## src/rtl/lc3b_control_pkg.sv

```systemverilog
package lc3b_control_pkg;

	typedef enum logic [1:0] {
		alu_add,
		alu_and,
		alu_not,
		alu_pass
	} alu_op_t;

	// register write source.
	typedef enum logic {
		reg_from_alu,
		reg_from_mdr
	} regmux_t;

	// ==================================================================
	// control word, built in decode and carried to writeback
	// ==================================================================

	typedef struct packed {
		alu_op_t alu_op;
		logic use_imm; // imm5 replaces the second operand.
		logic use_offset6; // base + offset6, otherwise pc + offset9.
		logic mem_read;
		logic mem_write;
		logic reg_load;
		regmux_t reg_mux;
		logic set_cc;
		logic is_branch;
	} lc3b_control;

	// an all zero word loads nothing, stores nothing and never branches.

endpackage : lc3b_control_pkg

```

## src/rtl/lc3b_types.sv

```systemverilog
package lc3b_types;

	// ==================================================================
	// word and field types
	// ==================================================================

	typedef logic [15:0] lc3b_word;
	typedef logic [2:0] lc3b_reg;
	typedef logic [2:0] lc3b_nzp; // n, z, p from msb down.

	// only the opcodes this core implements.
	typedef enum logic [3:0] {
		op_br = 4'b0000,
		op_add = 4'b0001,
		op_and = 4'b0101,
		op_not = 4'b1001,
		op_ldr = 4'b0110,
		op_str = 4'b0111
	} lc3b_opcode;

	// ==================================================================
	// pipeline constants
	// ==================================================================

	// br with nzp all clear is never taken.
	localparam lc3b_word nop_word = 16'h0000;

	localparam lc3b_word pc_step = 16'd2; // two bytes per instruction.
	localparam lc3b_word reset_pc = 16'h0000;

	// condition code encodings.
	localparam lc3b_nzp cc_n = 3'b100;
	localparam lc3b_nzp cc_z = 3'b010;
	localparam lc3b_nzp cc_p = 3'b001;

endpackage : lc3b_types

```

## src/rtl/stage_bus.sv

```systemverilog
`timescale 1ns/1ps

// one instruction in flight between two pipeline stages.
interface stage_bus
	import lc3b_types::*, lc3b_control_pkg::*;
();

	logic valid;
	lc3b_word ir;
	lc3b_word pc; // already points past the instruction.
	lc3b_control cw;
	lc3b_word a; // first operand, or effective address after execute.
	lc3b_word b; // second operand, or store data.
	lc3b_word result;

	modport source (
		output valid,
		output ir,
		output pc,
		output cw,
		output a,
		output b,
		output result
	);

	modport sink (
		input valid,
		input ir,
		input pc,
		input cw,
		input a,
		input b,
		input result
	);

endinterface : stage_bus

```

## src/rtl/cpu_datapath.sv

```systemverilog
`timescale 1ns/1ps

module cpu_datapath
	import lc3b_types::*;
(
	input logic clk,
	input logic reset,
	output lc3b_word mem_addr1,
	input lc3b_word mem_rdata1,
	output lc3b_word mem_addr2,
	output logic mem_read2,
	output logic mem_write2,
	input lc3b_word mem_rdata2,
	output lc3b_word mem_wdata2
);

	// fetch to decode.
	lc3b_word if_ir;
	lc3b_word if_pc;
	logic if_valid;

	// register write port back into decode.
	logic reg_load;
	lc3b_reg reg_dest;
	lc3b_word reg_data;

	// redirect and flush from writeback.
	logic branch_taken;
	lc3b_word branch_target;

	// ==================================================================
	// stages
	// ==================================================================

	stage_bus id_ex ();
	stage_bus ex_mem ();

	instruction_fetch if_stage (.*);

	instruction_decode id_stage (.*);

	execution_module ex_stage (.*);

	writeback_module wb_stage (.*); // memory and writeback.

endmodule : cpu_datapath

```

## src/rtl/execution_module.sv

```systemverilog
`timescale 1ns/1ps

module execution_module
	import lc3b_types::*, lc3b_control_pkg::*;
(
	input logic clk,
	input logic reset,
	input logic branch_taken,
	stage_bus.sink id_ex,
	stage_bus.source ex_mem
);

	lc3b_word imm5;
	lc3b_word offset6;
	lc3b_word offset9x2;
	lc3b_word alu_b;
	lc3b_word alu_out;
	lc3b_word addr_sum;

	assign imm5 = {{11{id_ex.ir[4]}}, id_ex.ir[4:0]};
	assign offset6 = {{10{id_ex.ir[5]}}, id_ex.ir[5:0]};
	assign offset9x2 = {{6{id_ex.ir[8]}}, id_ex.ir[8:0], 1'b0};

	// ==================================================================
	// alu
	// ==================================================================

	assign alu_b = id_ex.cw.use_imm ? imm5 : id_ex.b;

	always_comb begin
		case (id_ex.cw.alu_op)
			alu_add: alu_out = id_ex.a + alu_b;
			alu_and: alu_out = id_ex.a & alu_b;
			alu_not: alu_out = ~id_ex.a;
			default: alu_out = alu_b; // alu_pass.
		endcase
	end

	// memory address for ldr/str and branch target otherwise.
	// pc already holds the next instruction address.
	assign addr_sum = id_ex.cw.use_offset6 ? id_ex.a + offset6 : id_ex.pc + offset9x2;

	// execute/memory latch.
	always_ff @(posedge clk) begin
		if (reset || branch_taken) begin
			ex_mem.valid <= 1'b0;
			ex_mem.ir <= nop_word;
			ex_mem.cw <= '0;
		end else begin
			ex_mem.valid <= id_ex.valid;
			ex_mem.ir <= id_ex.ir;
			ex_mem.cw <= id_ex.cw;
		end
		ex_mem.pc <= id_ex.pc;
		ex_mem.a <= addr_sum;
		ex_mem.b <= id_ex.b; // store data.
		ex_mem.result <= alu_out;
	end

endmodule : execution_module

```

## src/rtl/instruction_decode.sv

```systemverilog
`timescale 1ns/1ps

module instruction_decode
	import lc3b_types::*, lc3b_control_pkg::*;
(
	input logic clk,
	input logic reset,
	input lc3b_word if_ir,
	input lc3b_word if_pc,
	input logic if_valid,
	input logic reg_load,
	input lc3b_reg reg_dest,
	input lc3b_word reg_data,
	input logic branch_taken,
	stage_bus.source id_ex
);

	lc3b_word regs [8];
	lc3b_opcode opcode;
	lc3b_control cw;
	lc3b_reg sr1;
	lc3b_reg sr2;
	lc3b_word sr1_data;
	lc3b_word sr2_data;

	assign opcode = lc3b_opcode'(if_ir[15:12]);

	// ==================================================================
	// control word decoder
	// ==================================================================

	always_comb begin
		cw = '0;
		case (opcode)
			op_add: begin
				cw.alu_op = alu_add;
				cw.use_imm = if_ir[5];
				cw.reg_load = 1'b1;
				cw.set_cc = 1'b1;
			end
			op_and: begin
				cw.alu_op = alu_and;
				cw.use_imm = if_ir[5];
				cw.reg_load = 1'b1;
				cw.set_cc = 1'b1;
			end
			op_not: begin
				cw.alu_op = alu_not;
				cw.reg_load = 1'b1;
				cw.set_cc = 1'b1;
			end
			op_ldr: begin
				cw.alu_op = alu_pass;
				cw.use_offset6 = 1'b1;
				cw.mem_read = 1'b1;
				cw.reg_load = 1'b1;
				cw.reg_mux = reg_from_mdr;
				cw.set_cc = 1'b1;
			end
			op_str: begin
				cw.alu_op = alu_pass;
				cw.use_offset6 = 1'b1;
				cw.mem_write = 1'b1;
			end
			op_br: begin
				cw.alu_op = alu_pass;
				cw.is_branch = 1'b1;
			end
			default: cw = '0; // outside the subset, dropped.
		endcase
	end

	// ==================================================================
	// register file
	// ==================================================================

	// str reads its source register through the second port.
	assign sr1 = if_ir[8:6];
	assign sr2 = (opcode == op_str) ? if_ir[11:9] : if_ir[2:0];

	// write-through, so a write in this cycle is seen by the reader.
	assign sr1_data = (reg_load && reg_dest == sr1) ? reg_data : regs[sr1];
	assign sr2_data = (reg_load && reg_dest == sr2) ? reg_data : regs[sr2];

	always_ff @(posedge clk) begin
		if (reset) begin
			for (int i = 0; i < 8; i++)
				regs[i] <= '0;
		end else if (reg_load) begin
			regs[reg_dest] <= reg_data;
		end
	end

	// decode/execute latch.
	always_ff @(posedge clk) begin
		if (reset || branch_taken) begin
			id_ex.valid <= 1'b0;
			id_ex.ir <= nop_word;
			id_ex.cw <= '0;
		end else begin
			id_ex.valid <= if_valid;
			id_ex.ir <= if_ir;
			id_ex.cw <= if_valid ? cw : lc3b_control'('0);
		end
		id_ex.pc <= if_pc;
		id_ex.a <= sr1_data;
		id_ex.b <= sr2_data;
		id_ex.result <= '0; // produced by execute.
	end

endmodule : instruction_decode

```

## src/rtl/instruction_fetch.sv

```systemverilog
`timescale 1ns/1ps

module instruction_fetch
	import lc3b_types::*;
(
	input logic clk,
	input logic reset,
	input logic branch_taken,
	input lc3b_word branch_target,
	input lc3b_word mem_rdata1,
	output lc3b_word mem_addr1,
	output lc3b_word if_ir,
	output lc3b_word if_pc,
	output logic if_valid
);

	lc3b_word pc;
	lc3b_word pc_next;

	assign pc_next = pc + pc_step;
	assign mem_addr1 = pc;

	always_ff @(posedge clk) begin
		if (reset)
			pc <= reset_pc;
		else if (branch_taken)
			pc <= branch_target; // redirect from writeback.
		else
			pc <= pc_next;
	end

	// ==================================================================
	// fetch/decode latch
	// ==================================================================

	always_ff @(posedge clk) begin
		if (reset || branch_taken) begin
			if_valid <= 1'b0;
			if_ir <= nop_word; // bubble.
		end else begin
			if_valid <= 1'b1;
			if_ir <= mem_rdata1;
		end
		if_pc <= pc_next;
	end

endmodule : instruction_fetch

```

## src/rtl/writeback_module.sv

```systemverilog
`timescale 1ns/1ps

module writeback_module
	import lc3b_types::*, lc3b_control_pkg::*;
(
	input logic clk,
	input logic reset,
	stage_bus.sink ex_mem,
	input lc3b_word mem_rdata2,
	output lc3b_word mem_addr2,
	output logic mem_read2,
	output logic mem_write2,
	output lc3b_word mem_wdata2,
	output logic reg_load,
	output lc3b_reg reg_dest,
	output lc3b_word reg_data,
	output logic branch_taken,
	output lc3b_word branch_target
);

	logic wb_valid;
	lc3b_control wb_cw;
	lc3b_word wb_ir;
	lc3b_word wb_alu;
	lc3b_word wb_mdr;
	lc3b_word wb_target;
	lc3b_nzp cc;
	lc3b_nzp new_cc;

	// ==================================================================
	// memory stage
	// ==================================================================

	assign mem_addr2 = ex_mem.a;
	assign mem_wdata2 = ex_mem.b;
	assign mem_read2 = ex_mem.cw.mem_read;
	assign mem_write2 = ex_mem.cw.mem_write;

	// memory/writeback latch with the mdr taken straight off the data port.
	always_ff @(posedge clk) begin
		if (reset) begin
			wb_valid <= 1'b0;
			wb_cw <= '0;
		end else begin
			wb_valid <= ex_mem.valid;
			wb_cw <= ex_mem.cw;
		end
		wb_ir <= ex_mem.ir;
		wb_alu <= ex_mem.result;
		wb_mdr <= mem_rdata2;
		wb_target <= ex_mem.a;
	end

	// ==================================================================
	// writeback stage
	// ==================================================================

	assign reg_dest = wb_ir[11:9];
	assign reg_data = (wb_cw.reg_mux == reg_from_mdr) ? wb_mdr : wb_alu;
	assign reg_load = wb_valid && wb_cw.reg_load;

	always_comb begin
		if (reg_data[15])
			new_cc = cc_n;
		else if (reg_data == '0)
			new_cc = cc_z;
		else
			new_cc = cc_p;
	end

	always_ff @(posedge clk) begin
		if (reset)
			cc <= cc_z;
		else if (wb_valid && wb_cw.set_cc)
			cc <= new_cc;
	end

	// compares against cc before this cycle's update.
	// the instruction now in memory still completes.
	assign branch_taken = wb_valid && wb_cw.is_branch && ((wb_ir[11:9] & cc) != 3'b000);
	assign branch_target = wb_target;

endmodule : writeback_module

```

## config.mk

```make
export PLATFORM = sky130hd
export DESIGN_NAME = cpu_datapath
export DESIGN_NICKNAME = d
export VERILOG_FILES = /design/src/rtl/lc3b_control_pkg.sv /design/src/rtl/lc3b_types.sv /design/src/rtl/stage_bus.sv /design/src/rtl/cpu_datapath.sv /design/src/rtl/execution_module.sv /design/src/rtl/instruction_decode.sv /design/src/rtl/instruction_fetch.sv /design/src/rtl/writeback_module.sv
export SDC_FILE = /design/constraint.sdc
export NUM_CORES = 1
export LEC_CHECK = 0
export ABC_AREA = 1
export BUFFER_PORTS_ARGS = -buffer_cell sky130_fd_sc_hd__buf_2
export CAP_MARGIN = 5
export CORE_MARGIN = 2
export CORE_UTILIZATION = 56
export CTS_BUF_LIST = sky130_fd_sc_hd__clkbuf_8 sky130_fd_sc_hd__clkbuf_16
export DETAILED_ROUTE_END_ITERATION = 10
export HOLD_SLACK_MARGIN = 0.15
export MAX_ROUTING_LAYER = met4
export PLACE_DENSITY = 0.79
export RECOVER_POWER = 100
export SLEW_MARGIN = 10
export SYNTH_ARGS = -nofsm -noshare
export SYNTH_HDL_FRONTEND = slang
export SYNTH_SLANG_ARGS = --single-unit
```

## constraint.sdc

```tcl
create_clock -name clk -period 2.2 [get_ports clk]
set_input_delay 0.44 -clock clk [delete_from_list [all_inputs] [get_ports clk]]
set_output_delay 0.44 -clock clk [all_outputs]
set_load 0.01 [all_outputs]
```

==> results.yml <==
sta:
  fin_crit_ps: 2100
  worst_pin_slew_ps: 815
  rsz0062_at_grt: "false"
  hold-worst-slack_ps: 325
  slew-limit-headroom_pct: 45.1
  fmaxAchievable_mhz: 476
  final_max_slew_viol_count: 0
  fin_crit_sh_pct: 95.5
  hold_viol: 0
  skew_ps: 20.4
  setup_tns_ps: 0
  setup_viol: 0
finish:
  area_delta_synth_final_pct: 15.4
  antenna_cells: 0
  n_fill_cell: 2486
  final_cells: 2688
  seqCellArea_um2: 8490
  drive_gt1_share_pct: 8.66
  multi_input_area_um2: 6680
  nNetsFinal: 2352
  final_area_um2: 19400
power_and_ir_drop:
  powerDensity_nw_per_um2: 850
  ir_worst_vdd_uv: 571
  intPower_w: 0.0117
  p_leak_nw: 9.07
  p_comb_share_pct: 16.8
  sw_frac_of_total_pct: 28.9
  power.total_w: 0.0165
  p_seq_share_pct: 46.8
  p_switching_w: 0.00476
  clkPwrFrac_pct: 36.4
clocking:
  cts.reportedPaths.clkPinSlew_ps: 60
  clk_latency_ps: 540
  cts.htree.levels: 2
  max-clock-path-buffers: 3
  cts.sinks: 360
  numCtsBuffers: 38
  tritoncts: "yes"
  root_buffer: "clkbuf_16"
detailed_routing:
  avgViaCountPerCell: 5.55
  drc: 0
  drtPass1Iterations: 7
  drtIter0Drc: 1519
  finalWirelength_um: 46900
  vias: 14900
  ant_nets: 0
  wl_per_cell_um: 17.5
place:
  dp.cells: 2581
  numPortBuffers: 83
  placed_area_um2: 17800
  hpwl_um: 32100
  gp_congestion: 0.939
synthesis:
  seq_area_frac_synth_pct: 50.6
  synth.net_count: 2226
  ys_ff_latch: 360
  synth.distinct_cells: 42
  ys_top_cells_by_area: "dfxtp_1 (28%), edfxtp_1 (23%), nand3_1 (8.9%)"
  synth-async-reset-ratio_pct: 0
  ys_warn_count: 0
  netlist_area_um2: 16800
  synth-edff-count: 128
  synthCells: 2143
  synth_top_area_share_pct: 27.7
  syn_avg_cell_area_um2: 7.83
  ys.flop_type: "dfxtp_1"
  yosysTopAreaCell: "dfxtp_1"
floorplan:
  coreArea_um2: 29600
  start_util_pct: 56.8
  die-area_um2: 31400
  die_h_um: 177
  placementRows: 63
  dieWidth_um: 177
  num_io_pins: 84
setup_path:
  end_kind: "register"
  crit_required_ps: 2680
  start_kind: "register"
  path_max_fanout: 3
  critPathKind: "register to register"
  cp.arrival_ps: 2580
global_routing:
  grt_overflow_total: 0
  antenna_found_initial: 0
  grt_max_degree: 46
  grt_pass1_vias: 14200
  grt_pass1_wl_um: 74400
  track_usage_pct: 30.9
run:
  drv_cap: 0
outcome:
  status: "completed"
worst_hold_path:
  worst_hold_path_type: "register to register"
[critical path: stages, from the launching register on]
cell and delay (ps):
dfxtp_2 360, ha_1 190, inv_1 60, fa_1 400, o21ai_0 280, buf_4 180, nor2_1 40, o21ai_0 360
buf_4 180
[cell usage after synthesis, types with 3 or more instances]
cell type and n:
nor2_1 239, nand2_4 4, inv_1 333, o21a_1 3, o21ai_1 5, nand3b_1 14, o21bai_1 6, dfxtp_1 232
clkinv_1 5, o211ai_1 3, buf_2 19, fa_1 3, edfxtp_1 128, ha_1 46, a31oi_1 3, inv_2 3
o2111ai_1 4, nand4_1 15, clkbuf_1 70, o21ai_0 150, buf_1 8, or2_2 3, xor2_1 10, o22ai_1 10
nand2_1 381, a21oi_1 112, nor2_2 3, nor3_1 8, nand3_1 298, xnor2_1 7, mux2_2 3
[cell type report]
type | instances | share of cell area, %
flip-flops and latches | 360 | 43.8
multi-input cells | 1340 | 34.5
inverters | 344 | 6.70
repair buffers | 185 | 6.34
clock buffers | 43 | 5.32
well taps | 390 | 2.52
clock inverters | 26 | 0.782
[metal layers]
layer  global-route usage, %  vias to the layer above  wire length (um)
li1                        -                     7169                 -
met4                    9.64                        0              1500
met2                    49.9                      684             22000
met3                    4.34                      132              4120
met5                       -                        -                 0
met1                    40.5                     6928             19300
[metrics by stage]
step,setup WS (ps),utilization (%)
global route,8.11,65.5
global placement,58.8,60.4
floorplan,41.0,-
finish,98.6,65.5
CTS,4.99,65.5
detailed placement,16.3,60.4
[flip-flops by register name, indices dropped and copies added, names as in the netlist]
name and flops:
id_stage.regs 128, ex_stage.ex_mem.a 16, ex_stage.ex_mem.b 16, ex_stage.ex_mem.result 16, id_stage.id_ex.a 16, id_stage.id_ex.b 16
id_stage.id_ex.pc 16, if_stage.if_ir 16, if_stage.if_pc 16, if_stage.mem_addr1 16, wb_stage.branch_target 16, wb_stage.wb_alu 16
wb_stage.wb_mdr 16, id_stage.id_ex.ir 12, id_stage.id_ex.cw 8, ex_stage.ex_mem.cw 4, ex_stage.ex_mem.ir 3, wb_stage.cc 3
wb_stage.wb_cw 3, wb_stage.wb_ir 3, ex_stage.ex_mem.valid 1, id_stage.id_ex.valid 1, if_stage.if_valid 1, wb_stage.wb_valid 1
[cell families after synthesis]
family,share of synthesized area (%)
simple gates,25.1
buf+inv,10.2
flops,50.6
compound gates,9.29
fa+ha+maj,3.79
xor+xnor,0.888
mux,0.201
[worst paths after layout]
path | start | depth (start not counted) | slack, ps | endpoint
worst max-delay path | id_stage.id_ex.ir[0] | 8 | 100 | ex_stage.ex_mem.a[5]
worst min-delay path | ex_stage.ex_mem.ir[9] | 0 | 330 | wb_stage.wb_ir[9]
worst max register to register | id_stage.id_ex.ir[0] | 8 | 100 | ex_stage.ex_mem.a[5]
worst min register to register | ex_stage.ex_mem.ir[9] | 0 | 330 | wb_stage.wb_ir[9]
[cells in the final DEF, fill, tap and decap left out, drive strengths merged, types with 4 or more instances in the layout]
cell type,Yosys,routed
nand2,387,387
inv,338,349
nand3,299,299
nor2,243,243
dfxtp,232,232
o21ai,155,155
edfxtp,128,128
clkbuf,70,119
a21oi,112,112
buf,29,76
ha,46,46
dlygate4sd3,0,33
clkinv,6,17
nand4,15,15
nand3b,14,14
o22ai,10,10
xor2,10,10
nor3,8,8
xnor2,7,7
o21bai,6,6
o2111ai,4,4
clkinvlp,0,4
[power by group through the flow]
stage | logic, W | registers [W] | clock network (W)
after floorplan | 0.00166 | 0.00772 | 0
after global placement | 0.00253 | 0.00782 | 0
after detailed placement | 0.00258 | 0.00783 | 0
after CTS | 0.00265 | 0.00770 | 0.00606
after global routing | 0.00304 | 0.00775 | 0.00633
final | 0.00276 | 0.00770 | 0.00599
[timing repair]
action                                  CTS  global route
resized for setup                         0            36
hold endpoints to repair                 33             0
hold buffers                             33             0
endpoints found under the setup margin    0            17
buffers inserted                          0             4
Note: power is estimated with default switching activity, not from simulation.
